**src/verilog/rvIsaPkg.sv**
```systemverilog
/* RV32I types, ALU and branch encodings and trap causes used by the
   integer execute cluster and its testbench */
`default_nettype none

package rvIsaPkg;

    localparam int XLEN = 32;

    typedef logic [XLEN-1:0] word_t;
    typedef logic [XLEN-1:0] addr_t;
    typedef logic [4:0] regAddr_t;

    typedef enum logic [3:0] {
        AluCommand_Add,
        AluCommand_Sub,
        AluCommand_Sll,
        AluCommand_Slt,
        AluCommand_Sltu,
        AluCommand_Xor,
        AluCommand_Srl,
        AluCommand_Sra,
        AluCommand_Or,
        AluCommand_And,
        AluCommand_Clear1,
        AluCommand_Clear2
    } aluCommand_t;

    // always covers jal and jalr
    typedef enum logic [2:0] {
        BranchCond_Eq,
        BranchCond_Ne,
        BranchCond_Lt,
        BranchCond_Ge,
        BranchCond_Ltu,
        BranchCond_Geu,
        BranchCond_Always
    } branchCond_t;

    // machine-mode exception codes
    localparam logic [3:0] EXC_ILLEGAL_INSN = 4'd2;
    localparam logic [3:0] EXC_BREAKPOINT = 4'd3;
    localparam logic [3:0] EXC_ECALL_M = 4'd11;

endpackage

`default_nettype wire
```
**src/verilog/execPipePkg.sv**
```systemverilog
/* Pipeline structs and lane count shared by the execute cluster stages
   and the testbench */
`default_nettype none

package execPipePkg;
    import rvIsaPkg::*;

    localparam int NUM_LANES = 2;

    // none marks an op the decoder could not classify
    typedef enum logic [1:0] {
        ExecUnit_Alu,
        ExecUnit_Branch,
        ExecUnit_Trap,
        ExecUnit_None
    } execUnit_t;

    typedef enum logic [1:0] {
        AluSrc1_Zero,
        AluSrc1_Pc,
        AluSrc1_Reg
    } aluSrc1_t;

    typedef enum logic [1:0] {
        AluSrc2_Zero,
        AluSrc2_Imm,
        AluSrc2_Reg
    } aluSrc2_t;

    typedef struct packed {
        execUnit_t unit;
        aluCommand_t aluCommand;
        aluSrc1_t aluSrc1;
        aluSrc2_t aluSrc2;
        branchCond_t branchCond;
        logic isIndirect;
        logic isEcall;
        regAddr_t rs1;
        regAddr_t rs2;
        regAddr_t rd;
        logic regWriteEnable;
        word_t imm;
    } op_t;

    // lane 0 is the oldest slot of a bundle
    typedef struct packed {
        logic valid;
        addr_t pc;
        op_t op;
    } issueSlot_t;

    typedef struct packed {
        issueSlot_t slot;
        word_t src1;
        word_t src2;
    } operandSlot_t;

    typedef struct packed {
        logic valid;
        logic [3:0] cause;
        addr_t value;
    } trapInfo_t;

    typedef struct packed {
        logic valid;
        addr_t pc;
        regAddr_t rd;
        logic regWriteEnable;
        word_t value;
        logic redirect;
        addr_t redirectPc;
        trapInfo_t trap;
    } laneResult_t;

    typedef struct packed {
        logic valid;
        addr_t pc;
        regAddr_t rd;
        logic regWriteEnable;
        word_t value;
    } commit_t;

endpackage

`default_nettype wire

```
**src/verilog/retireStage.sv**
```systemverilog
/* In-order retire of the lane results that commits up to the first redirect,
   writes the register file and reports redirects and traps */
`default_nettype none

module retireStage (
    input wire logic clk,
    input wire logic rstN,
    input wire execPipePkg::laneResult_t [execPipePkg::NUM_LANES-1:0] laneResults,
    output logic flush,
    output logic [execPipePkg::NUM_LANES-1:0] writeEnable,
    output rvIsaPkg::regAddr_t [execPipePkg::NUM_LANES-1:0] writeAddr,
    output rvIsaPkg::word_t [execPipePkg::NUM_LANES-1:0] writeData,
    output execPipePkg::commit_t [execPipePkg::NUM_LANES-1:0] commitBundle,
    output logic redirectValid,
    output rvIsaPkg::addr_t redirectPc,
    output logic trapValid,
    output logic [3:0] trapCause,
    output rvIsaPkg::addr_t trapValue
);
    import execPipePkg::*;

    logic [NUM_LANES-1:0] commitMask;
    laneResult_t redirectLane;
    commit_t [NUM_LANES-1:0] nextCommit;
    logic trapWithoutRedirect;

    // lowest redirecting lane still commits and every lane above it is dropped
    always_comb begin
        flush = 1'b0;
        redirectLane = '0;
        for (int l = 0; l < NUM_LANES; l++) begin
            commitMask[l] = laneResults[l].valid && !flush;
            if (commitMask[l] && laneResults[l].redirect) begin
                flush = 1'b1;
                redirectLane = laneResults[l];
            end
        end
    end

    always_comb begin
        for (int l = 0; l < NUM_LANES; l++) begin
            writeEnable[l] = commitMask[l] && laneResults[l].regWriteEnable;
            writeAddr[l] = laneResults[l].rd;
            writeData[l] = laneResults[l].value;

            nextCommit[l].valid = commitMask[l];
            nextCommit[l].pc = laneResults[l].pc;
            nextCommit[l].rd = laneResults[l].rd;
            nextCommit[l].regWriteEnable = laneResults[l].regWriteEnable;
            nextCommit[l].value = laneResults[l].value;
        end
    end

    // retire reports a trap only through the redirect of its lane
    always_comb begin
        trapWithoutRedirect = 1'b0;
        for (int l = 0; l < NUM_LANES; l++) begin
            if (laneResults[l].valid && laneResults[l].trap.valid &&
                !laneResults[l].redirect) begin
                trapWithoutRedirect = 1'b1;
            end
        end
    end

    always_ff @(posedge clk) begin
        commitBundle <= nextCommit;
        redirectPc <= redirectLane.redirectPc;
        trapCause <= redirectLane.trap.cause;
        trapValue <= redirectLane.trap.value;
        if (!rstN) begin
            for (int l = 0; l < NUM_LANES; l++) begin
                commitBundle[l].valid <= 1'b0;
            end
            redirectValid <= 1'b0;
            trapValid <= 1'b0;
        end else begin
            redirectValid <= flush;
            trapValid <= flush && redirectLane.trap.valid;
        end
    end

    trapImpliesRedirect: assert property (
        @(posedge clk) disable iff (!rstN) !trapWithoutRedirect
    ) else $error("lane result carries a trap without a redirect");

endmodule

`default_nettype wire

```
**config.mk**
```make
export PLATFORM = sky130hd
export DESIGN_NAME = retireStage
export DESIGN_NICKNAME = d
export VERILOG_FILES = /design/src/verilog/rvIsaPkg.sv /design/src/verilog/execPipePkg.sv /design/src/verilog/retireStage.sv
export SDC_FILE = /design/constraint.sdc
export NUM_CORES = 1
export LEC_CHECK = 0
export BUFFER_PORTS_ARGS = -buffer_cell sky130_fd_sc_hd__clkbuf_2
export CAP_MARGIN = 20
export CELL_PAD_IN_SITES_DETAIL_PLACEMENT = 1
export CELL_PAD_IN_SITES_GLOBAL_PLACEMENT = 2
export CORE_AREA = 2 2 223 225
export DETAILED_ROUTE_END_ITERATION = 8
export DIE_AREA = 0 0 225 227
export GPL_TIMING_DRIVEN = 0
export PLACE_DENSITY_LB_ADDON = 0.1
export SLEW_MARGIN = 20
export SYNTH_ARGS = -nofsm -noshare
export SYNTH_HDL_FRONTEND = slang
export SYNTH_SLANG_ARGS = --single-unit
export TNS_END_PERCENT = 50
```
**constraint.sdc**
```tcl
create_clock -name clk -period 1.1 [get_ports clk]
set_input_delay 0.055 -clock clk [delete_from_list [all_inputs] [get_ports clk]]
set_output_delay 0.055 -clock clk [all_outputs]
set_load 0.1 [all_outputs]
```
==> metrics.md <==
| Metric | Value |
|---|---|
| Antenna violations before repair | `4` |
| Site Rows | `between 80 and 90` |
| Maximum number of buffers from clock root to sink | `3` |
| Number of setup violations in the final report | `roughly 210` |
| Number of nets produced by synthesis | `about 670` |
| Switching share of power | `around a third` |
| Per-instance average area after synthesis | `14.66 sq um` |
| P_sw | `about 9.5 mW` |
| Number of buffer cells added on primary ports | `roughly 570` |
| Library cells used by synthesis | `13` |
| Number of warnings printed during yosys synthesis | `0` |
| Required time at the endpoint of the critical path | `between 1 and 1.5 ns` |
| Highest-count cells in the layout ignoring fill and taps | `358 x clkbuf_2, 281 x dlygate4sd3_1, 240 x clkbuf_16` |
| Power density over the cells | `approximately 1500 nW/um^2` |
| Area grow syn2layout | `210.9%` |
| Global routing met1 resource utilization | `13.30%` |
| Max-cap violations | `0` |
| Vias in the first global route | `around 7500` |
| Pin count of the biggest net entering global routing | `16` |
| Yosys top cell area share | `between 70% and 80%` |
| Clock net sink count | `around 210` |
| Initial standard-cell utilization of the core | `a little under an eighth` |
| Total Routed Length | `between 30000 and 40000 microns` |
| Number of search-and-repair iterations in the first detailed-routing pass | `4` |
| Max Fanout on Critical Path | `1` |
| GRT met2 Usage | `around 26%` |
| Worst-path clk slew | `approximately 0.06 ns` |
| Footprint of the multi-input gates | `~760 sq um` |
| Level count of the clock H-tree | `1` |
| Run status | `finished with violations` |
| Top cell type by total area after synthesis | `dfxtp_1` |
| Final Hold Vio Count | `0` |
| Final critical-path setup slack | `-0.09109 ns` |
| Std-Cell Core Area | `~49000 sq um` |
| Total global-route track usage | `about an eighth` |
| Number of standard cells after synthesis | `roughly 390` |
| Leading cell type in the layout, fill and taps excluded | `clkbuf_2` |
| TritonCTS Buffers | `28` |
| Count of fill cells added during filler insertion | `slightly above 5000` |
| Arrival time at the worst endpoint | `1.14 ns` |
| Critical path's largest stage delay | `approximately 0.37 ns` |
| Wire length per cell | `approximately 18 microns` |
| Placed wire-length estimate | `roughly 26000 microns` |
| Floorplan die area | `51080 sq um` |
| Largest delay contributor family on the critical path | `flip-flops` |
| Met3 capacity usage during global routing | `3.962%` |
| Violated checks | `setup timing` |
| Crit path buffers/inverters | `1` |
| Highest ir drop seen on vdd | `~0.00093 V` |
| Clock root buffer | `clkbuf_16` |
| Clock period minus final worst setup slack | `1.191 ns` |
| Share of layout cells above drive strength 1 | `between 70% and 80%` |
| Cell with the largest stage delay on the worst path | `dfxtp_4` |
| RSZ-0062 raised after global routing | `true` |
| Width of the die | `approximately 230 microns` |
| Final period util | `108.3%` |
| Clk network pwr share | `a little over a third` |
| Net count reported at finish | `about 1600` |
| Proportion of power drawn by flip-flops and latches | `between 30% and 40%` |
| Antenna-violating nets left | `0` |
| Chip height | `between 200 and 250 microns` |
| Non-Filler Instances | `1918` |
| Combinational power share | `about a third` |
| Nature of the critical path endpoint | `output port` |
| GPL Wtd Cong | `roughly 0.7` |
| First-pass GRT wire length | `slightly below 50000 microns` |
| Power Internal | `approximately 18 mW` |
| Cell area after technology mapping | `~5700 sq um` |
| GR peak layer | `met2` |
| Kind of path behind the tightest hold check | `in -> reg` |
| Setup CP Type | `reg -> out` |
| Cell types occupying the most area after synthesis | `dfxtp_1 75%, a32o_1 12%, buf_4 9.8%, buf_2 1.3%, buf_6 0.59%` |
| # placed instances | `around 1600` |
| Fin. max-slew vios | `0` |
| Flip-flop and latch count after synthesis | `212` |
| Sequential cell area fraction in the yosys report | `about three quarters` |
| Average via count per standard cell | `approximately 3.4` |
| Number of top-level design ports | `approximately 570` |
| Total overflow reported by the global router | `0` |
| First-iteration detailed-routing DRC count | `135` |
| TritonCTS clock tree | `yes` |
| Post-detailed-route DRC marker count | `0` |
| Post-Layout Inst Area | `17680 sq um` |
| Startpoint Class | `flip-flop` |
| Max frequency | `0.8396 GHz` |
| Lkg Pwr | `roughly 8.1 nW` |
| Actual transition at the worst max-transition pin | `between 0.6 and 0.7 ns` |
| Worst slew slack as a fraction of its limit | `a little over half` |
| Total number of vias | `approximately 6500` |
| Total placed instance area | `~9300 sq um` |
| Critical path, cell by cell | `clkbuf_16` |
| Register Area | `~4500 sq um` |
flip-flops by register name, summed over array words and instances (netlist names):
| register | flops |
|---|---|
| commitBundle | 142 |
| redirectValid | 1 |
| trapValue | 32 |
| trapCause | 4 |
| redirectPc | 32 |
| trapValid | 1 |
what timing repair did:
| action | CTS | global route |
|---|---|---|
| setup buffers | 1 | 0 |
| pin swaps | 1 | 0 |
| setup endpoints to repair | 213 | 214 |
| cloned | 0 | 0 |
| resized for setup | 854 | 5 |
| endpoints found under the hold margin | 212 | 0 |
| hold buffers | 281 | 0 |
cell usage after synthesis:
cell type  instances
buf_4             74
and2_1             5
a41o_1             1
a22oi_1            1
dfxtp_1          212
and4_1             1
nor2b_1            1
buf_2             15
a32o_1            68
inv_1              1
buf_6              3
clkbuf_1           5
a21boi_2           1
kinds of logic (layout without fill, tap and decap cells):
kind of cell	count (synthesis)	in the layout	synth area share (%)
DFF	212	212	74.63
other	0	5	0
and+or+nand+nor	7	7	0.8142
buffers and inverters	98	1001	12.08
AOI/OAI and AO/OA	71	71	12.48
final timing paths:
path                                  from                           end  cells after the start  slack (ns)
setup / recovery  commitBundle[14]$_DFF_P_              commitBundle[14]                      1       -0.09
hold / removal             laneResults[69]  commitBundle[141]$_SDFF_PN0_                      4        0.04
power groups by stage:
stage          logic (mW)  registers (mW)  clock network [mW]
5_1_grt              9.06            8.59                10.5
3_5_place_dp         6.32            8.42                   0
2_1_floorplan        1.60            11.7                   0
6_report             8.81            8.55                9.77
4_1_cts              8.85            8.54                10.2
3_3_place_gp         6.33            8.41                   0
area by class of cell:
| type | instances | share of cell area [%] |
|---|---|---|
| Buffer | 97 | 3.927 |
| Inverter | 1 | 0.02123 |
| Clock inverter | 13 | 1.217 |
| Tap cell | 622 | 4.401 |
| Multi-Input combinational cell | 78 | 4.324 |
| Clock buffer | 37 | 4.324 |
| Sequential cell | 212 | 25.54 |
| Timing Repair Buffer | 853 | 56.17 |
| Antenna cell | 5 | 0.07076 |
stage by stage:
step	setup slack (ns)	util, %	hold slack (ns)	TNS (ns)	power, mW
6_report	-0.09109	36.42	0.04107	-10.03	27.14
5_1_grt	-0.1516	36.42	0.03686	-21.30	28.19
4_1_cts	-0.1470	36.37	0.02833	-20.36	27.63
3_5_place_dp	-0.6520	19.21	0.1593	-19.44	14.73
3_3_place_gp	-0.6405	19.21	0.1571	-18.54	14.74
2_1_floorplan	0.06991	-	0.08272	0	13.31
layer usage:
metal	vias to the layer above	part of all wire (%)
li1	3085	-
met1	3081	35
met2	291	55
met3	45	7.4
met4	0	2.5
met5	-	0
Power figures use the tool's default switching activity.
