$ cat src/verilog/rvIsaPkg.sv
/* RV32I types, ALU and branch encodings and trap causes used by the
   integer execute cluster and its testbench */
`default_nettype none

package rvIsaPkg;

    localparam int XLEN = 32;

    typedef logic [XLEN-1:0] word_t;
    typedef logic [XLEN-1:0] addr_t;
    typedef logic [4:0] regAddr_t;

    typedef enum logic [3:0] {
        AluCommand_Add,
        AluCommand_Sub,
        AluCommand_Sll,
        AluCommand_Slt,
        AluCommand_Sltu,
        AluCommand_Xor,
        AluCommand_Srl,
        AluCommand_Sra,
        AluCommand_Or,
        AluCommand_And,
        AluCommand_Clear1,
        AluCommand_Clear2
    } aluCommand_t;

    // always covers jal and jalr
    typedef enum logic [2:0] {
        BranchCond_Eq,
        BranchCond_Ne,
        BranchCond_Lt,
        BranchCond_Ge,
        BranchCond_Ltu,
        BranchCond_Geu,
        BranchCond_Always
    } branchCond_t;

    // machine-mode exception codes
    localparam logic [3:0] EXC_ILLEGAL_INSN = 4'd2;
    localparam logic [3:0] EXC_BREAKPOINT = 4'd3;
    localparam logic [3:0] EXC_ECALL_M = 4'd11;

endpackage

`default_nettype wire
$ cat src/verilog/execPipePkg.sv
/* Pipeline structs and lane count shared by the execute cluster stages
   and the testbench */
`default_nettype none

package execPipePkg;
    import rvIsaPkg::*;

    localparam int NUM_LANES = 2;

    // none marks an op the decoder could not classify
    typedef enum logic [1:0] {
        ExecUnit_Alu,
        ExecUnit_Branch,
        ExecUnit_Trap,
        ExecUnit_None
    } execUnit_t;

    typedef enum logic [1:0] {
        AluSrc1_Zero,
        AluSrc1_Pc,
        AluSrc1_Reg
    } aluSrc1_t;

    typedef enum logic [1:0] {
        AluSrc2_Zero,
        AluSrc2_Imm,
        AluSrc2_Reg
    } aluSrc2_t;

    typedef struct packed {
        execUnit_t unit;
        aluCommand_t aluCommand;
        aluSrc1_t aluSrc1;
        aluSrc2_t aluSrc2;
        branchCond_t branchCond;
        logic isIndirect;
        logic isEcall;
        regAddr_t rs1;
        regAddr_t rs2;
        regAddr_t rd;
        logic regWriteEnable;
        word_t imm;
    } op_t;

    // lane 0 is the oldest slot of a bundle
    typedef struct packed {
        logic valid;
        addr_t pc;
        op_t op;
    } issueSlot_t;

    typedef struct packed {
        issueSlot_t slot;
        word_t src1;
        word_t src2;
    } operandSlot_t;

    typedef struct packed {
        logic valid;
        logic [3:0] cause;
        addr_t value;
    } trapInfo_t;

    typedef struct packed {
        logic valid;
        addr_t pc;
        regAddr_t rd;
        logic regWriteEnable;
        word_t value;
        logic redirect;
        addr_t redirectPc;
        trapInfo_t trap;
    } laneResult_t;

    typedef struct packed {
        logic valid;
        addr_t pc;
        regAddr_t rd;
        logic regWriteEnable;
        word_t value;
    } commit_t;

endpackage

`default_nettype wire

$ cat src/verilog/executeLane.sv
/* One integer execute lane: source muxes, ALU, branch resolution and trap
   detection, with the registered lane result */
`default_nettype none

module executeLane (
    input wire logic clk,
    input wire logic rstN,
    input wire logic flush,
    input wire rvIsaPkg::addr_t trapVector,
    input wire execPipePkg::operandSlot_t operand,
    output execPipePkg::laneResult_t early,
    output execPipePkg::laneResult_t result
);
    import rvIsaPkg::*;
    import execPipePkg::*;

    op_t op;
    addr_t pc;
    word_t aluIn1;
    word_t aluIn2;
    word_t aluOut;
    logic condMet;
    logic branchTaken;
    word_t indirectSum;
    addr_t branchTarget;
    trapInfo_t trap;

    function automatic word_t alu(aluCommand_t command, word_t a, word_t b);
        logic [4:0] shamt;
        shamt = b[4:0];
        case (command)
            AluCommand_Add:    return a + b;
            AluCommand_Sub:    return a - b;
            AluCommand_Sll:    return a << shamt;
            AluCommand_Slt:    return word_t'($signed(a) < $signed(b));
            AluCommand_Sltu:   return word_t'(a < b);
            AluCommand_Xor:    return a ^ b;
            AluCommand_Srl:    return a >> shamt;
            AluCommand_Sra:    return word_t'($signed(a) >>> shamt);
            AluCommand_Or:     return a | b;
            AluCommand_And:    return a & b;
            AluCommand_Clear1: return a & ~b;
            AluCommand_Clear2: return ~a & b;
            default:           return '0;
        endcase
    endfunction

    assign op = operand.slot.op;
    assign pc = operand.slot.pc;
    assign aluOut = alu(op.aluCommand, aluIn1, aluIn2);

    always_comb begin
        case (op.aluSrc1)
            AluSrc1_Pc:  aluIn1 = pc;
            AluSrc1_Reg: aluIn1 = operand.src1;
            default:     aluIn1 = '0;
        endcase
        case (op.aluSrc2)
            AluSrc2_Imm: aluIn2 = op.imm;
            AluSrc2_Reg: aluIn2 = operand.src2;
            default:     aluIn2 = '0;
        endcase
    end

    always_comb begin
        case (op.branchCond)
            BranchCond_Eq:  condMet = operand.src1 == operand.src2;
            BranchCond_Ne:  condMet = operand.src1 != operand.src2;
            BranchCond_Lt:  condMet = $signed(operand.src1) < $signed(operand.src2);
            BranchCond_Ge:  condMet = $signed(operand.src1) >= $signed(operand.src2);
            BranchCond_Ltu: condMet = operand.src1 < operand.src2;
            BranchCond_Geu: condMet = operand.src1 >= operand.src2;
            default:        condMet = 1'b1;
        endcase
        branchTaken = operand.slot.valid && op.unit == ExecUnit_Branch && condMet;

        // jalr drops bit 0 of the target
        indirectSum = operand.src1 + op.imm;
        if (op.isIndirect) begin
            branchTarget = {indirectSum[XLEN-1:1], 1'b0};
        end else begin
            branchTarget = pc + op.imm;
        end
    end

    always_comb begin
        trap = '0;
        if (operand.slot.valid && op.unit == ExecUnit_Trap) begin
            trap.valid = 1'b1;
            trap.cause = op.isEcall ? EXC_ECALL_M : EXC_BREAKPOINT;
            trap.value = pc;
        end else if (operand.slot.valid && op.unit == ExecUnit_None) begin
            trap.valid = 1'b1;
            trap.cause = EXC_ILLEGAL_INSN;
            trap.value = pc;
        end
    end

    always_comb begin
        early.valid = operand.slot.valid;
        early.pc = pc;
        early.rd = op.rd;
        early.regWriteEnable = op.regWriteEnable && !trap.valid;
        // link value for jumps
        early.value = (op.unit == ExecUnit_Branch) ? pc + 32'd4 : aluOut;
        early.redirect = branchTaken || trap.valid;
        early.redirectPc = trap.valid ? trapVector : branchTarget;
        early.trap = trap;
    end

    always_ff @(posedge clk) begin
        result <= early;
        if (!rstN || flush) begin
            result.valid <= 1'b0;
        end
    end

    takenBranchNeverTraps: assert property (
        @(posedge clk) disable iff (!rstN) branchTaken |=> !(result.valid && result.trap.valid)
    ) else $error("lane result carries both a taken branch and a trap");

endmodule

`default_nettype wire

$ cat config.mk
export PLATFORM = sky130hd
export DESIGN_NAME = executeLane
export DESIGN_NICKNAME = d
export VERILOG_FILES = /design/src/verilog/rvIsaPkg.sv /design/src/verilog/execPipePkg.sv /design/src/verilog/executeLane.sv
export SDC_FILE = /design/constraint.sdc
export NUM_CORES = 1
export LEC_CHECK = 0
export ABC_AREA = 0
export BUFFER_PORTS_ARGS = -buffer_cell sky130_fd_sc_hd__buf_2
export CORE_ASPECT_RATIO = 1.4
export CORE_MARGIN = 1
export CORE_UTILIZATION = 30
export DETAILED_ROUTE_END_ITERATION = 16
export PLACE_DENSITY_LB_ADDON = 0.1
export SLEW_MARGIN = 10
export SYNTH_ARGS = -nofsm -noshare
export SYNTH_HDL_FRONTEND = slang
export SYNTH_SLANG_ARGS = --single-unit
$ cat constraint.sdc
create_clock -name clk -period 8.85 [get_ports clk]
set_clock_uncertainty 0.2 [all_clocks]
set_input_delay 1.77 -clock clk [delete_from_list [all_inputs] [get_ports clk]]
set_output_delay 1.77 -clock clk [all_outputs]
set_load 0.05 [all_outputs]
==> results.sh, run 1 <==
export IMPL_cp_arrival_ps=6630
export IMPL_period_share_pct=97.2
export IMPL_irDropWorstVdd_uv=207
export IMPL_slowest_stage="a221oi_1"
export IMPL_rsz0062_at_grt="no"
export IMPL_drt_antenna_violating_nets=0
export IMPL_yosys_warnings=0
export IMPL_hold_viol=0
export IMPL_syn_to_final_growth_pct=24.1
export IMPL_final_common_cell="buf_2"
export IMPL_status="finished clean"
export IMPL_die_area_um2=62600
export IMPL_place_inst=3813
export IMPL_crit_family="compound AO/OA/AOI/OAI gates"
export IMPL_routed_wl_um=101000
export IMPL_numPortBuffers=464
export IMPL_overflow=0
export IMPL_die_w_um=212
export IMPL_min_period_ps=8600
export IMPL_power_uw=3390
export IMPL_die_h_um=296
export IMPL_drv_slew=0
export IMPL_core_um2=60900
export IMPL_viasPerCell=5.81
export IMPL_min_path_type="input port to flip-flop"
export IMPL_top_regs="result (139)"
export IMPL_grt_max_degree=71
export IMPL_cts_sinks=139
export IMPL_post_dp_hpwl_um=81300
export IMPL_drc=0
export IMPL_slowest_delay_ps=460
export IMPL_routedWlPerCell_um=26.3
export IMPL_avgSynthCellArea_um2=7.16
export IMPL_nets=3410
export IMPL_htree_levels=4
export IMPL_maxCapViolCount=0
export IMPL_p_per_area_nw_per_um2=148
export IMPL_crit_path_cell_trace="buf_2, inv_1, ha_1, buf_4, buf_4, a22oi_1, or2_2, ha_1, nor4_1, buf_4, nand3_1, buf_4, a211o_1, o211ai_1, o41ai_4, buf_4, a221o_1, a221oi_1, buf_4, o22ai_1, buf_2"
export IMPL_cts_tree="yes"
export IMPL_final_cell_mix="buf_2, nor2_1, a21oi_1"
export IMPL_first_iter_violations=2146
export IMPL_cts_buffers=17
export IMPL_synth_seq_cells=139
export IMPL_grt_pass1_wl_um=145000
export IMPL_grt_pass1_vias=21600
export IMPL_path_clk_slew_ps=60
export IMPL_largest_reg_flops=139
export IMPL_start_kind="input port"
export IMPL_netlist_instances=2582
export IMPL_p_leak_uw=0.0108
export IMPL_critPathMaxFanout=20
export IMPL_cts_buffer_depth=2
export IMPL_fillCellCount=6558
export IMPL_tightest_slew_ps=1270
export IMPL_start_util_pct=30.4
export IMPL_num_rows=107
export IMPL_top_register="result"
export IMPL_synthArstFlopShare_pct=0
export IMPL_vias=22400
export IMPL_endpoint_kind="primary output"
export IMPL_cp_required_ps=6880
export IMPL_synthesis_area_um2=18500
export IMPL_fin_cells=3852
export IMPL_crit_type="input port to primary output"
export IMPL_place_gp_congestion=0.996
export IMPL_antenna_found_initial=10
export IMPL_critPathMostFrequentCell="buf_4"
export IMPL_yosysSeqAreaShare_pct=15.0
export IMPL_path_buf_inv=9
export IMPL_maxSlewHeadroom_pct=15.2
export IMPL_grtUsageTotal_pct=31.6
export IMPL_root_buffer="clkbuf_16"
export IMPL_dr_pass1_iters=6
export IMPL_layout_drive_gt1_share_pct=23.6
export IMPL_synth_edff_count=0
export IMPL_synth_distinct_cells=89
export IMPL_hold_buffers=0
export IMPL_synth_flop_cell="dfxtp_1"
export IMPL_setup_viol=0
export IMPL_max_freq_mhz=116
export IMPL_tns_ps=0
export IMPL_io_pins=477
[power breakdown]
part,switching [uW],internal [uW]
Clock,319,493
Sequential,14.4,687
Combinational,1320,562
Total,1650,1740
[through the flow]
stage / cell area (um^2) / hold slack, ps / worst slack (ps) / util, %
finish: 22900 / 1180 / 251 / 37.7
global route: 22900 / 1180 / 78.6 / 37.6
CTS: 22900 / 1140 / 179 / 37.6
detailed placement: 22300 / 1690 / 197 / 36.5
global placement: 22300 / 1690 / 199 / 36.5
floorplan: 18500 / 1600 / 31.4 / -
[kinds of logic after synthesis]
family / synth area share (%)
xor+xnor: 5.35
simple gates: 19.8
fa+ha+maj: 13.7
buf+inv: 8.24
flops: 15.0
compound gates: 32.0
mux: 5.85
other cells: 0.0203
[synth_stat cells, types with 24 or more instances]
| cell | count | area, um^2 |
|---|---|---|
| o21ai_0 | 107 | 536 |
| clkbuf_1 | 93 | 349 |
| o22ai_1 | 50 | 313 |
| a21oi_1 | 239 | 1200 |
| nand2_1 | 199 | 747 |
| a21o_1 | 47 | 353 |
| a211oi_1 | 41 | 308 |
| xnor2_1 | 59 | 517 |
| o211ai_1 | 25 | 188 |
| nand3_1 | 52 | 260 |
| dfxtp_1 | 139 | 2780 |
| nand2b_1 | 39 | 244 |
| o21ai_1 | 32 | 160 |
| o221ai_1 | 25 | 219 |
| nor2_1 | 278 | 1040 |
| buf_2 | 36 | 180 |
| mux2i_1 | 90 | 901 |
| a22oi_1 | 76 | 571 |
| xor2_1 | 54 | 473 |
| ha_1 | 196 | 2450 |
| buf_1 | 24 | 90.1 |
| a31oi_1 | 43 | 269 |
| nor3_1 | 45 | 225 |
| and3_1 | 49 | 307 |
| buf_4 | 47 | 353 |
| inv_1 | 138 | 518 |
| nand4_1 | 27 | 169 |
[cell type report]
type	instances	area, um^2	area share (%)
inverters	147	552	2.41
multi-input cells	2097	14200	62.1
clock buffers	22	474	2.07
diodes	7	17.5	0.0764
repair buffers	613	3690	16.1
flip-flops and latches	139	2780	12.1
clock inverters	10	163	0.709
well taps	817	1020	4.46
[metal layers]
metal / track usage, % / up-vias / part of all wire [%]
li1: - / 10400 / -
met1: 37.9 / 10800 / 40
met2: 54.6 / 1061 / 49
met3: 4.51 / 201 / 6.3
met4: 15.9 / 4 / 5.0
met5: 0 / - / 0.016
[worst paths after layout]
kind	startpoint	end	slack [ps]	cells past startpoint
setup / recovery	operand[118]	early[91]	250	21
hold / removal	operand[100]	result[106]	1180	1
[timing repair]
| action | CTS | global route |
|---|---|---|
| endpoints found under the setup margin | 0 | 2 |
| gates resized for setup | 0 | 3 |
| buffers inserted | 0 | 0 |
Power figures use the tool's default switching activity.
==> run 2: changes to the inputs <==
--- a/config.mk
+++ b/config.mk
@@ -7,6 +7,8 @@
 export LEC_CHECK = 0
 export ABC_AREA = 0
 export BUFFER_PORTS_ARGS = -buffer_cell sky130_fd_sc_hd__buf_2
+export CELL_PAD_IN_SITES_DETAIL_PLACEMENT = 2
+export CELL_PAD_IN_SITES_GLOBAL_PLACEMENT = 2
 export CORE_ASPECT_RATIO = 1.4
 export CORE_MARGIN = 1
 export CORE_UTILIZATION = 30
==> run 2 against run 1 <==
Compared with the run above: combinational power grew 3%; setup slack lost 94 ps; flip-flop and latch count is the same; sequential share of layout area is essentially flat; core utilization grew 0.12 points; critical path type unchanged; largest cell class unchanged.
==> results.sh, run 2 (same netlist as run 1, synthesis figures left out) <==
export IMPL_largest_reg_flops=139
export IMPL_slowest_delay_ps=750
export IMPL_path_clk_slew_ps=60
export IMPL_p_per_area_nw_per_um2=149
export IMPL_drt_antenna_violating_nets=0
export IMPL_final_cell_area_um2=23000
export IMPL_drc=0
export IMPL_endpoint_kind="primary output"
export IMPL_cp_required_ps=6880
export IMPL_path_buf_inv=6
export IMPL_core_um2=60900
export IMPL_cts_buffers=17
export IMPL_root_buffer="clkbuf_16"
export IMPL_die_w_um=212
export IMPL_first_iter_violations=1448
export IMPL_layout_drive_gt1_share_pct=24.2
export IMPL_num_rows=107
export IMPL_period_share_pct=98.2
export IMPL_routedWlPerCell_um=29.7
export IMPL_grt_max_degree=73
export IMPL_die_h_um=296
export IMPL_maxSlewHeadroom_pct=34.5
export IMPL_top_regs="result (139)"
export IMPL_rsz0062_at_grt="no"
export IMPL_cts_buffer_depth=2
export IMPL_place_gp_congestion=1.00
export IMPL_dpl_cell_area_um2=22400
export IMPL_min_period_ps=8690
export IMPL_pre_cts_slack_ps=194
export IMPL_top_register="result"
export IMPL_numPortBuffers=464
export IMPL_hold_buffers=0
export IMPL_worst_slack_ps=157
export IMPL_die_area_um2=62600
export IMPL_p_leak_uw=0.0109
export IMPL_start_util_pct=30.4
export IMPL_grt_pass1_wl_um=165000
export IMPL_critPathMaxFanout=61
export IMPL_vias=23000
export IMPL_cp_arrival_ps=6720
export IMPL_maxCapViolCount=0
export IMPL_dr_pass1_iters=5
export IMPL_status="finished clean"
export IMPL_max_freq_mhz=115
export IMPL_syn_to_final_growth_pct=24.5
export IMPL_drv_slew=0
export IMPL_crit_type="input port to primary output"
export IMPL_min_path_type="input port to flip-flop"
export IMPL_cts_sinks=139
export IMPL_crit_family="compound AO/OA/AOI/OAI gates"
export IMPL_hold_viol=0
export IMPL_io_pins=477
export IMPL_routed_wl_um=115000
export IMPL_wl_met2_um=58300
export IMPL_overflow=0
export IMPL_min_delay_start="operand[99]"
export IMPL_min_path_cells=1
export IMPL_routed_top_layer="met5"
export IMPL_post_dp_hpwl_um=94100
export IMPL_cts_tree="yes"
export IMPL_antenna_found_initial=14
export IMPL_nets=3431
export IMPL_slowest_stage="buf_4"
export IMPL_crit_path_cell_trace="buf_2, inv_1, ha_1, a22oi_1, or2_2, buf_4, mux2i_1, nor2_1, a21oi_1, nor2_1, a21oi_1, a221oi_1, buf_4, a2111oi_0, buf_4, o22ai_1, buf_2"
export IMPL_grtUsageTotal_pct=36.0
export IMPL_tns_ps=0
export IMPL_final_cell_mix="buf_2, nor2_1, a21oi_1"
export IMPL_final_common_cell="buf_2"
export IMPL_viasPerCell=5.95
export IMPL_start_kind="input port"
export IMPL_min_to="result[105]"
export IMPL_critPathMostFrequentCell="buf_4"
export IMPL_met3WireLength_um=5750
export IMPL_setup_viol=0
export IMPL_irDropWorstVdd_uv=164
export IMPL_htree_levels=4
export IMPL_tightest_slew_ps=974
export IMPL_grt_pass1_vias=24600
export IMPL_wl_met1_um=45700
==> run 2: through the flow <==
stage	power (uW)	instances	utilization (%)	hold slack [ps]
6_report	3430	3873	37.8	1180
5_1_grt	3560	3871	37.8	1180
4_1_cts	3420	3866	37.7	1140
3_5_place_dp	2620	3834	36.7	1690
3_3_place_gp	2580	3834	36.7	1680
2_1_floorplan	1950	2583	-	1600
==> run 2: worst max path at each step <==
| stage | startpoint | end | slack [ps] | depth (start not counted) |
|---|---|---|---|---|
| 4_1_cts | operand[118] | early[100] | 150 | 21 |
| 3_3_place_gp | operand[118] | early[70] | 330 | 21 |
| 5_1_grt | operand[119] | early[96] | 10 | 21 |
| 3_5_place_dp | operand[118] | early[91] | 190 | 21 |
| 6_report | operand[118] | early[81] | 160 | 17 |
| 2_1_floorplan | operand[117] | early[100] | 30 | 21 |
==> run 2: repair_timing <==
| action | in CTS | in global routing |
|---|---|---|
| setup buffers | 0 | 0 |
| endpoints found under the setup margin | 0 | 5 |
| resized for setup | 0 | 6 |
==> run 2: cell type report <==
type / instances / area, um^2
Fill cell: 7263 / 37900
Clock inverter: 11 / 131
Tap cell: 817 / 1020
Clock buffer: 21 / 480
Timing Repair Buffer: 634 / 3800
Sequential cell: 139 / 2780
Antenna cell: 7 / 17.5
Inverter: 147 / 552
Multi-Input combinational cell: 2097 / 14200
==> run 2: layer usage <==
metal | vias up | GRT usage, %
met3 | 206 | 4.99
met5 | - | 0
met2 | 816 | 65.2
met1 | 11700 | 41.0
met4 | 2 | 17.6
li1 | 10300 | -
==> run 2: power breakdown <==
group | switching (uW) | total (uW) | internal [uW]
logic | 1380 | 1940 | 559
registers | 16.0 | 703 | 687
clock network | 340 | 787 | 447
total | 1730 | 3430 | 1690
