[config.mk]
export PLATFORM = sky130hd
export DESIGN_NAME = regReadStage
export DESIGN_NICKNAME = d
export VERILOG_FILES = /design/src/verilog/rvIsaPkg.sv /design/src/verilog/execPipePkg.sv /design/src/verilog/regReadStage.sv
export SDC_FILE = /design/constraint.sdc
export NUM_CORES = 1
export LEC_CHECK = 0
export CORE_AREA = 2 2 482 484
export DETAILED_ROUTE_END_ITERATION = 8
export DIE_AREA = 0 0 484 486
export DONT_BUFFER_PORTS = 1
export PLACE_DENSITY = 0.3
export SKIP_CTS_REPAIR_TIMING = 1
export SLEW_MARGIN = 20
export SYNTH_ARGS = -nofsm -noshare
export SYNTH_HDL_FRONTEND = slang
export SYNTH_SLANG_ARGS = --single-unit
[constraint.sdc]
create_clock -name clk -period 1.9 [get_ports clk]
set_clock_uncertainty 0.05 [all_clocks]
set_input_delay 0.095 -clock clk [delete_from_list [all_inputs] [get_ports clk]]
set_output_delay 0.095 -clock clk [all_outputs]
set_load 0.005 [all_outputs]
[src/verilog/rvIsaPkg.sv]
/* RV32I types, ALU and branch encodings and trap causes used by the
   integer execute cluster and its testbench */
`default_nettype none

package rvIsaPkg;

    localparam int XLEN = 32;

    typedef logic [XLEN-1:0] word_t;
    typedef logic [XLEN-1:0] addr_t;
    typedef logic [4:0] regAddr_t;

    typedef enum logic [3:0] {
        AluCommand_Add,
        AluCommand_Sub,
        AluCommand_Sll,
        AluCommand_Slt,
        AluCommand_Sltu,
        AluCommand_Xor,
        AluCommand_Srl,
        AluCommand_Sra,
        AluCommand_Or,
        AluCommand_And,
        AluCommand_Clear1,
        AluCommand_Clear2
    } aluCommand_t;

    // always covers jal and jalr
    typedef enum logic [2:0] {
        BranchCond_Eq,
        BranchCond_Ne,
        BranchCond_Lt,
        BranchCond_Ge,
        BranchCond_Ltu,
        BranchCond_Geu,
        BranchCond_Always
    } branchCond_t;

    // machine-mode exception codes
    localparam logic [3:0] EXC_ILLEGAL_INSN = 4'd2;
    localparam logic [3:0] EXC_BREAKPOINT = 4'd3;
    localparam logic [3:0] EXC_ECALL_M = 4'd11;

endpackage

`default_nettype wire
[src/verilog/execPipePkg.sv]
/* Pipeline structs and lane count shared by the execute cluster stages
   and the testbench */
`default_nettype none

package execPipePkg;
    import rvIsaPkg::*;

    localparam int NUM_LANES = 2;

    // none marks an op the decoder could not classify
    typedef enum logic [1:0] {
        ExecUnit_Alu,
        ExecUnit_Branch,
        ExecUnit_Trap,
        ExecUnit_None
    } execUnit_t;

    typedef enum logic [1:0] {
        AluSrc1_Zero,
        AluSrc1_Pc,
        AluSrc1_Reg
    } aluSrc1_t;

    typedef enum logic [1:0] {
        AluSrc2_Zero,
        AluSrc2_Imm,
        AluSrc2_Reg
    } aluSrc2_t;

    typedef struct packed {
        execUnit_t unit;
        aluCommand_t aluCommand;
        aluSrc1_t aluSrc1;
        aluSrc2_t aluSrc2;
        branchCond_t branchCond;
        logic isIndirect;
        logic isEcall;
        regAddr_t rs1;
        regAddr_t rs2;
        regAddr_t rd;
        logic regWriteEnable;
        word_t imm;
    } op_t;

    // lane 0 is the oldest slot of a bundle
    typedef struct packed {
        logic valid;
        addr_t pc;
        op_t op;
    } issueSlot_t;

    typedef struct packed {
        issueSlot_t slot;
        word_t src1;
        word_t src2;
    } operandSlot_t;

    typedef struct packed {
        logic valid;
        logic [3:0] cause;
        addr_t value;
    } trapInfo_t;

    typedef struct packed {
        logic valid;
        addr_t pc;
        regAddr_t rd;
        logic regWriteEnable;
        word_t value;
        logic redirect;
        addr_t redirectPc;
        trapInfo_t trap;
    } laneResult_t;

    typedef struct packed {
        logic valid;
        addr_t pc;
        regAddr_t rd;
        logic regWriteEnable;
        word_t value;
    } commit_t;

endpackage

`default_nettype wire

[src/verilog/regReadStage.sv]
/* Operand read for one issue bundle with forwarding from the two bundles
   still in the lanes, registered into the operand bundle */
`default_nettype none

module regReadStage (
    input wire logic clk,
    input wire logic rstN,
    input wire logic flush,
    input wire execPipePkg::issueSlot_t [execPipePkg::NUM_LANES-1:0] issueBundle,
    output rvIsaPkg::regAddr_t [2*execPipePkg::NUM_LANES-1:0] readAddr,
    input wire rvIsaPkg::word_t [2*execPipePkg::NUM_LANES-1:0] readData,
    input wire execPipePkg::laneResult_t [execPipePkg::NUM_LANES-1:0] laneEarly,
    input wire execPipePkg::laneResult_t [execPipePkg::NUM_LANES-1:0] laneLate,
    output execPipePkg::operandSlot_t [execPipePkg::NUM_LANES-1:0] operands
);
    import rvIsaPkg::*;
    import execPipePkg::*;

    operandSlot_t [NUM_LANES-1:0] nextOperands;
    logic intraBundleHazard;

    function automatic logic writesReg(laneResult_t r, regAddr_t src);
        return r.valid && r.regWriteEnable && r.rd == src;
    endfunction

    // youngest source last so it overrides; higher lane overrides lower
    function automatic word_t forwardValue(regAddr_t src, word_t fileValue);
        word_t value;
        value = fileValue;
        if (src != '0) begin
            for (int l = 0; l < NUM_LANES; l++) begin
                if (writesReg(laneLate[l], src)) begin
                    value = laneLate[l].value;
                end
            end
            for (int l = 0; l < NUM_LANES; l++) begin
                if (writesReg(laneEarly[l], src)) begin
                    value = laneEarly[l].value;
                end
            end
        end
        return value;
    endfunction

    function automatic logic readsRs1(op_t op);
        return (op.unit == ExecUnit_Alu && op.aluSrc1 == AluSrc1_Reg) ||
            (op.unit == ExecUnit_Branch &&
            (op.branchCond != BranchCond_Always || op.isIndirect));
    endfunction

    function automatic logic readsRs2(op_t op);
        return (op.unit == ExecUnit_Alu && op.aluSrc2 == AluSrc2_Reg) ||
            (op.unit == ExecUnit_Branch && op.branchCond != BranchCond_Always);
    endfunction

    always_comb begin
        for (int l = 0; l < NUM_LANES; l++) begin
            readAddr[2*l] = issueBundle[l].op.rs1;
            readAddr[2*l+1] = issueBundle[l].op.rs2;
            nextOperands[l].slot = issueBundle[l];
            nextOperands[l].src1 = forwardValue(issueBundle[l].op.rs1, readData[2*l]);
            nextOperands[l].src2 = forwardValue(issueBundle[l].op.rs2, readData[2*l+1]);
        end
    end

    // same-bundle dependencies are split by the decoder, never forwarded here
    always_comb begin
        intraBundleHazard = 1'b0;
        for (int l = 1; l < NUM_LANES; l++) begin
            for (int k = 0; k < l; k++) begin
                if (issueBundle[l].valid && issueBundle[k].valid &&
                    issueBundle[k].op.regWriteEnable && issueBundle[k].op.rd != '0) begin
                    if ((readsRs1(issueBundle[l].op) &&
                         issueBundle[l].op.rs1 == issueBundle[k].op.rd) ||
                        (readsRs2(issueBundle[l].op) &&
                         issueBundle[l].op.rs2 == issueBundle[k].op.rd)) begin
                        intraBundleHazard = 1'b1;
                    end
                end
            end
        end
    end

    always_ff @(posedge clk) begin
        operands <= nextOperands;
        if (!rstN || flush) begin
            for (int l = 0; l < NUM_LANES; l++) begin
                operands[l].slot.valid <= 1'b0;
            end
        end
    end

    noIntraBundleDependency: assert property (
        @(posedge clk) disable iff (!rstN) !intraBundleHazard
    ) else $error("issue bundle reads a register written by an older lane");

endmodule

`default_nettype wire

==> results.txt, run 1 <==
- Root buf cell: clkbuf_16
* Largest net degree at the start of global routing: 38
- Violated checks: hold timing
- Yosys synthesis warning count: 0
- The floorplan step defined a die boundary enclosing 0.235 mm².
* Final setup vio count: 0
- In this run the count of I/O pins placed on the die edge is 1,227.
- Class of the tightest hold or removal check: primary input to register
* Register bit count reported by yosys: 320
- Cell row count: ~180
- In this run the tightest slew margin relative to its limit is 0.390.
- From synthesis to final layout, the design area changed by 91.4%.
- The worst setup path is captured at a register.
- Ranked by flip-flop count, first place goes to operands.
- In the final layout, flip-flops and latches occupy approximately 0.0064 mm².
- Net count reported at finish: around 3.4k
- Critical path class: primary input to register
* IR Drop Worst-Case VDD: 0.575 mV
- Clock-pin slew was measured on the worst setup and hold paths at about 0.070 ns.
- Starting density of the core: 0.0680
- Nets in the synthesized netlist: roughly 2.6k
* DP Worst Slack: -0.295 ns
- Post-placement cell area: roughly 0.020 mm²
- GRT Util Overall: 0.146
- Met2 Track Usage GR: 0.233
- First-pass GRT wire length: 217,000 µm
- Number of global-route vias before repair: roughly 16k
- Post-placement cell count: approximately 4.7k
- Of the total synthesized cell area, the portion taken by XOR and XNOR cells is 0.0415.
* Number of detailed-routing iterations run before antenna repair: 5
- Max FFs per register: 320
* Post-Synthesis Cells: approximately 1.7k
* Filler cells: between 20k and 30k
- TritonCTS built the clock tree.
- Final Worst Setup Slack: about 0.027 ns
- Non-filler cells, final: roughly 5.6k
- In the final layout, the multi-input gates occupy 0.00823 mm².
- Simple-gate share of the synthesized area: 0.184
- Of the cells placed in the final design, the portion with a size suffix greater than 1 is 0.129.
- Along the worst path, the maximum fanout reaches 4.
- Critical Path Sink: operands[13]
- The final number of max-transition violations is 0.
* Cell depth of the worst min-delay path: 5
* Routing usage on met3: 0.119
* Number of nets with antenna violations after routing: 0
- Most common cell after layout, fill and taps aside: dlygate4sd3_1
- Dividing the synthesized area by the synthesized cell count gives between 8 and 9 µm².
- Design area: ~0.030 mm²
- Distinct cell type count after synthesis: between 50 and 60
- Data on the critical path is required at its endpoint by about 2.4 ns.
- Post-Synthesis Cell Area: about 0.016 mm²
* Post-DP HPWL: between 100,000 and 150,000 µm
- Share of synthesized cell area in full adder, half adder and majority cells: 0
- Dividing the final minimum period by the clock period gives 0.986.
* Horizontal extent of the die: slightly below 500 µm
* Transition time at the pin with the least slew margin: roughly 0.91 ns
- Drt total wl: 193,000 µm
- The count of buffers added on input and output ports is 0.
* Number of clock sinks: 320
* Most Crowded Layer GR: met2
* Commonest cells after routing, fill and taps aside: dlygate4sd3_1 (747), dfxtp_1 (320), a21oi_1 (225), buf_4 (107), a21boi_0 (94)
- For met1 alone, demand over resource in global routing was 0.128.
* Largest regs: operands x320
- The core region is between 0.2 and 0.25 mm².
* Total clock buffers created by CTS: 47
* Number of endpoints with negative hold slack in the final report: 2
- The fraction of the mapped netlist area in compound gates was 0.291.
- Leakage power total: 10.4 nW
- For this run, design rule violations remaining after detail routing come to 0.
- After layout, the minimum clock period comes to approximately 1.9 ns.
- Once layout is complete, the utilization of the core stands at 0.130.
* Via count: 20.4k
- Derived from the worst setup path, the maximum achievable clock frequency is around 0.53 GHz.
* Multiplexer fraction of the synthesized cell area: 0
* Post-Route Hold Slack: -0.0150 ns
* H-tree depth reported by CTS: 2
* Combinational family with the most area after synthesis: compound AO/OA/AOI/OAI gates
* Arrival time worst endpoint: 2.36 ns
- WL/cell: approximately 34 µm
- No sink is reached through more buffers than the 3 on the longest clock path.
- Remaining global-route overflow: 0
- Initial DRC Count: around 2k
* Startpoint class of the critical path: primary input
- Die height: roughly 500 µm
* Proportion of synthesized chip area in sequential cells: 0.410
- Power spread over the standard cell area amounts to between 700 and 800 mW/mm².
* Antenna violations before repair: 169
- Status: complete, but fails checks
- Crit path launch: laneLate[243]
* Max-cap violation count: 0
- Routability-driven placement finished with a final weighted congestion of approximately 0.83.
- In the routed layout, each cell is associated on average with a via count of between 3 and 4.
==> cell usage after synthesis, drive strengths merged <==
cell type | n | area, µm²
or3 | 29 | 181
nor3 | 30 | 150
o32ai | 53 | 629
o22ai | 91 | 569
a311o | 3 | 30.0
o31ai | 1 | 7.51
nand3b | 87 | 653
a311oi | 2 | 17.5
xnor2 | 33 | 289
or2 | 3 | 18.8
and4 | 3 | 26.3
a211oi | 7 | 52.6
o21ai | 8 | 40.0
or4 | 1 | 11.3
nand4b | 1 | 8.76
o2111a | 1 | 11.3
a2111oi | 5 | 138
and2 | 6 | 37.5
xor2 | 41 | 359
o211ai | 2 | 15.0
nand3 | 80 | 400
a21boi | 98 | 736
buf | 95 | 566
nor2 | 43 | 166
and3 | 73 | 457
nor4 | 6 | 82.6
inv | 28 | 105
o22a | 1 | 8.76
nor2b | 6 | 37.5
a21oi | 225 | 1130
or4b | 1 | 10.0
nand2b | 1 | 6.26
a31oi | 2 | 12.5
nand4 | 68 | 432
and3b | 4 | 35.0
a31o | 1 | 8.76
a32o | 8 | 80.1
o221ai | 29 | 254
dfxtp | 320 | 6410
a221oi | 21 | 234
o311ai | 66 | 578
nand2 | 40 | 158
clkbuf | 124 | 468
==> layer usage <==
layer	wire length, µm	part of all wire	up-vias
met4	12600	0.065	82
met5	507	0.0026	-
met2	85600	0.44	1651
li1	-	-	8279
met1	64500	0.33	9828
met3	29800	0.15	566
==> logic make-up after synthesis <==
kind of cell / count (synthesis)
xor+xnor: 74
buf+inv: 247
simple gates: 482
compound gates: 624
flops: 320
==> power by group <==
group          switching, mW  internal (mW)  leakage (nW)
Combinational           2.25           1.85          6.91
Sequential             0.749           7.19          2.70
Clock                   4.26           5.65         0.801
Total                   7.25           14.7          10.4
==> worst min-delay path by stage <==
stage | from | endpoint | slack [ns]
after floorplan | issueBundle[36] | operands[100] | 0.07
after global placement | issueBundle[60] | operands[124] | 0.07
after detailed placement | issueBundle[16] | operands[80] | 0.07
after CTS | issueBundle[16] | operands[80] | -0.75
after global routing | laneEarly[248] | operands[204] | 0.001
final | laneLate[98] | operands[188] | -0.02
==> final cells by class <==
class | instances | share of cell area
antenna | 94 | 0.00787
clock buffer | 58 | 0.0424
clock inverter | 30 | 0.0140
inverter | 28 | 0.00352
multi-input combinational | 1180 | 0.276
sequential | 320 | 0.214
tap | 3026 | 0.127
timing repair buffer | 911 | 0.315
==> through the flow <==
stage,setup TNS (ns),power [mW]
2_1_floorplan,0,8.77
3_3_place_gp,-7.57,10.5
3_5_place_dp,-7.90,10.5
4_1_cts,0,20.6
5_1_grt,-0.0160,22.8
6_report,0,21.9
==> critical path, cell delays in order <==
cell           delay, ns
nand2_1             0.19
a2111oi_4           0.46
buf_12              0.17
and2_2              0.24
buf_4               0.19
a211oi_1            0.05
dlygate4sd3_1       0.57
o22ai_1             0.38
(Power assumes the default switching activity.)
==> run 2: changes to the inputs <==
--- a/config.mk
+++ b/config.mk
@@ -6,6 +6,7 @@
 export NUM_CORES = 1
 export LEC_CHECK = 0
 export CORE_AREA = 2 2 482 484
+export CTS_CLUSTER_DIAMETER = 60
 export DETAILED_ROUTE_END_ITERATION = 8
 export DIE_AREA = 0 0 484 486
 export DONT_BUFFER_PORTS = 1
==> constraint.sdc (replaced) <==
create_clock -name clk -period 2.4 [get_ports clk]
set_clock_uncertainty 0.05 [all_clocks]
set_input_delay 0.12 -clock clk [delete_from_list [all_inputs] [get_ports clk]]
set_output_delay 0.12 -clock clk [all_outputs]
set_load 0.005 [all_outputs]
==> results.txt, run 2 (synthesis gave the netlist of run 1 again) <==
- Status: complete, but fails checks (unchanged)
- Violated checks: setup timing (was hold timing).
- Initial DRC Count: 2,114 (was 1,978)
- Number of detailed-routing iterations run before antenna repair: 5 (unchanged)
- H-tree depth reported by CTS: 3 (was 2)
- Most common cell after layout, fill and taps aside: dlygate4sd3_1 (unchanged)
- Min-Delay Startpoint: issueBundle[8] (was laneLate[98])
- The area growth from synthesis to final layout is 90.8% (was 91.4%).
* WL/cell: 33.9 µm (was 34.2 µm)
- The net total in the final layout is 3,333 (was 3,375).
* Largest regs: operands x320 (unchanged)
- The area inside the core boundary was 0.229 mm² (unchanged).
- Startpoint class of the critical path: primary input (unchanged)
* Relative slew margins: 0.416 (was 0.390)
- The category of the worst setup path capture point was a register (unchanged).
* Number of global-route vias before repair: 16.2k (about the same)
* Routed length on met2: 85,500 µm (was 85,600 µm)
* Io pins: 1,227 (unchanged)
- The number of rows created at floorplan is 176 (unchanged).
- Crit path launch: issueBundle[137] (was laneLate[243])
- Routability Congestion: 0.814 (was 0.830)
* Maximum fanout along the worst path: 30 (was 4)
* Remaining global-route overflow: 0 (unchanged)
- Critical path class: primary input to register (unchanged)
- Number of nets with antenna violations after routing: 0 (unchanged)
* Bufs on Longest Clock Path: 3 (unchanged)
* Horizontal extent of the die: 484 µm (unchanged)
- DP Worst Slack: -0.0279 ns (was -0.295 ns)
- The flip-flop count of the largest register, all copies and words added was 320 (unchanged).
* Number of endpoints with negative hold slack in the final report: 0 (was 2)
* Largest net degree at the start of global routing: 65 (was 38)
* Total clock buffers created by CTS: 66 (was 47)
* Max-cap violation count: 0 (unchanged)
- The actual slew at the worst max-slew pin came to 0.876 ns (was 0.912 ns).
* Die footprint: 0.235 mm² (unchanged)
- The maximum vdd drop came to 0.474 mV (was 0.575 mV).
- Die height: 486 µm (unchanged)
- The total clock sinks was 320 (unchanged).
- The final number of max-transition violations was 0 (unchanged).
- Metal-1 WL: 63,300 µm (was 64,500 µm)
- The most flop-heavy register was operands (unchanged).
- The count of unresolved DRC violations after routing came to 0 (unchanged).
- The TritonCTS clock tree is built (unchanged).
- The total global routing track utilization came to 0.145 (was 0.146).
- The total half-perimeter wirelength after legalization and detailed placement was 143,000 µm (was 147,000 µm).
- Class of the tightest hold or removal check: primary input to register (unchanged)
- Final Worst Setup Slack: -0.00971 ns (was 0.0266 ns)
* Antenna violations before repair: 138 (was 169)
- Layout cells sized above 1: 0.125 (was 0.129)
- Via/cell ratio: 3.62 (was 3.61)
- TNS Setup: -0.0182 ns (was 0 ns)
- The aggregate routed wire length was 190,000 µm (was 193,000 µm).
* Maximum clock rate: 0.415 GHz
- Via count: 20.3k (was 20.4k)
* Post-layout minimum cycle time: 2.41 ns
- The required time at the worst-slack endpoint is 2.90 ns (was 2.38 ns).
- Final setup vio count: 3 (was 0)
- The clock-pin slew on the worst setup and hold paths was 0.05 ns (was 0.07 ns).
- Root buf cell: clkbuf_16 (unchanged)
- The met3 wirelength from detailed routing was 28,200 µm (was 29,800 µm).
- The power density of the placed cells was 659 mW/mm² (was 734 mW/mm²).
- Commonest cells after routing, fill and taps aside: dlygate4sd3_1 (737), dfxtp_1 (320), a21oi_1 (225), a21boi_0 (94), o22ai_1 (91) (was dlygate4sd3_1 (747), dfxtp_1 (320), a21oi_1 (225), buf_4 (107), a21boi_0 (94)).
- The starting density of the core is 0.0680 (unchanged).
- PortBufs: 0 (unchanged)
* Ratio of final minimum period to clock period: 1.00
- Arrival time worst endpoint: 2.91 ns (was 2.36 ns)
- DR top layer: met5 (unchanged)
- First-pass GRT wire length: 216,000 µm (was 217,000 µm)
- Leakage power total: 10.3 nW (was 10.4 nW)
==> run 2: changes by cell type in the layout (fill, tap and decap cells not counted), moves of 3 or more <==
cell,before,now
diode_2,94,82
clkbuf_1,6,3
bufinv_16,6,9
clkinv_4,2,6
buf_12,57,33
clkinvlp_4,7,12
clkbuf_16,47,66
dlygate4sd3_1,747,737
buf_4,107,80
==> run 2: area by class of cell <==
| cell class | count | area [µm²] |
|---|---|---|
| inverter | 28 | 105 |
| sequential | 320 | 6410 |
| antenna | 82 | 205 |
| multi-input combinational | 1180 | 8230 |
| fill | 26000 | 200000 |
| timing repair buffer | 850 | 8640 |
| clock buffer | 75 | 1750 |
| clock inverter | 46 | 667 |
| tap | 3026 | 3790 |
==> run 2: final timing paths <==
path | endpoint | depth (start not counted)
setup / recovery | operands[163] | 7
hold / removal | operands[72] | 1
==> run 2: metal layers <==
metal  vias to the layer above  GRT usage
met3                       546      0.112
met5                         -   0.000204
met1                      9806      0.131
met2                      1685      0.233
met4                        88     0.0812
li1                       8181          -
==> run 2: critical path, stage by stage <==
cell	delay [ns]
xnor2_1	0.20
nand2_1	0.08
or4b_4	0.90
o32ai_2	0.32
dlygate4sd3_1	0.58
a21oi_1	0.07
dlygate4sd3_1	0.62
==> run 2: power breakdown <==
group | switching, mW | internal, mW
clock | 3.93 | 6.34
combinational | 1.66 | 1.41
sequential | 0.589 | 5.70
total | 6.17 | 13.4
==> run 2: through the flow <==
stage / instance area (µm²) / hold slack (ns) / total power, mW / std cells / utilization
2_1_floorplan: 15600 / 0.0977 / 6.94 / 1747 / -
3_3_place_gp: 19800 / 0.0978 / 8.21 / 4666 / 0.0862
3_5_place_dp: 19800 / 0.0978 / 8.20 / 4666 / 0.0862
4_1_cts: 22200 / -0.691 / 18.7 / 4787 / 0.0967
5_1_grt: 29700 / -0.000158 / 20.3 / 5566 / 0.129
6_report: 29800 / 0.0531 / 19.6 / 5607 / 0.130
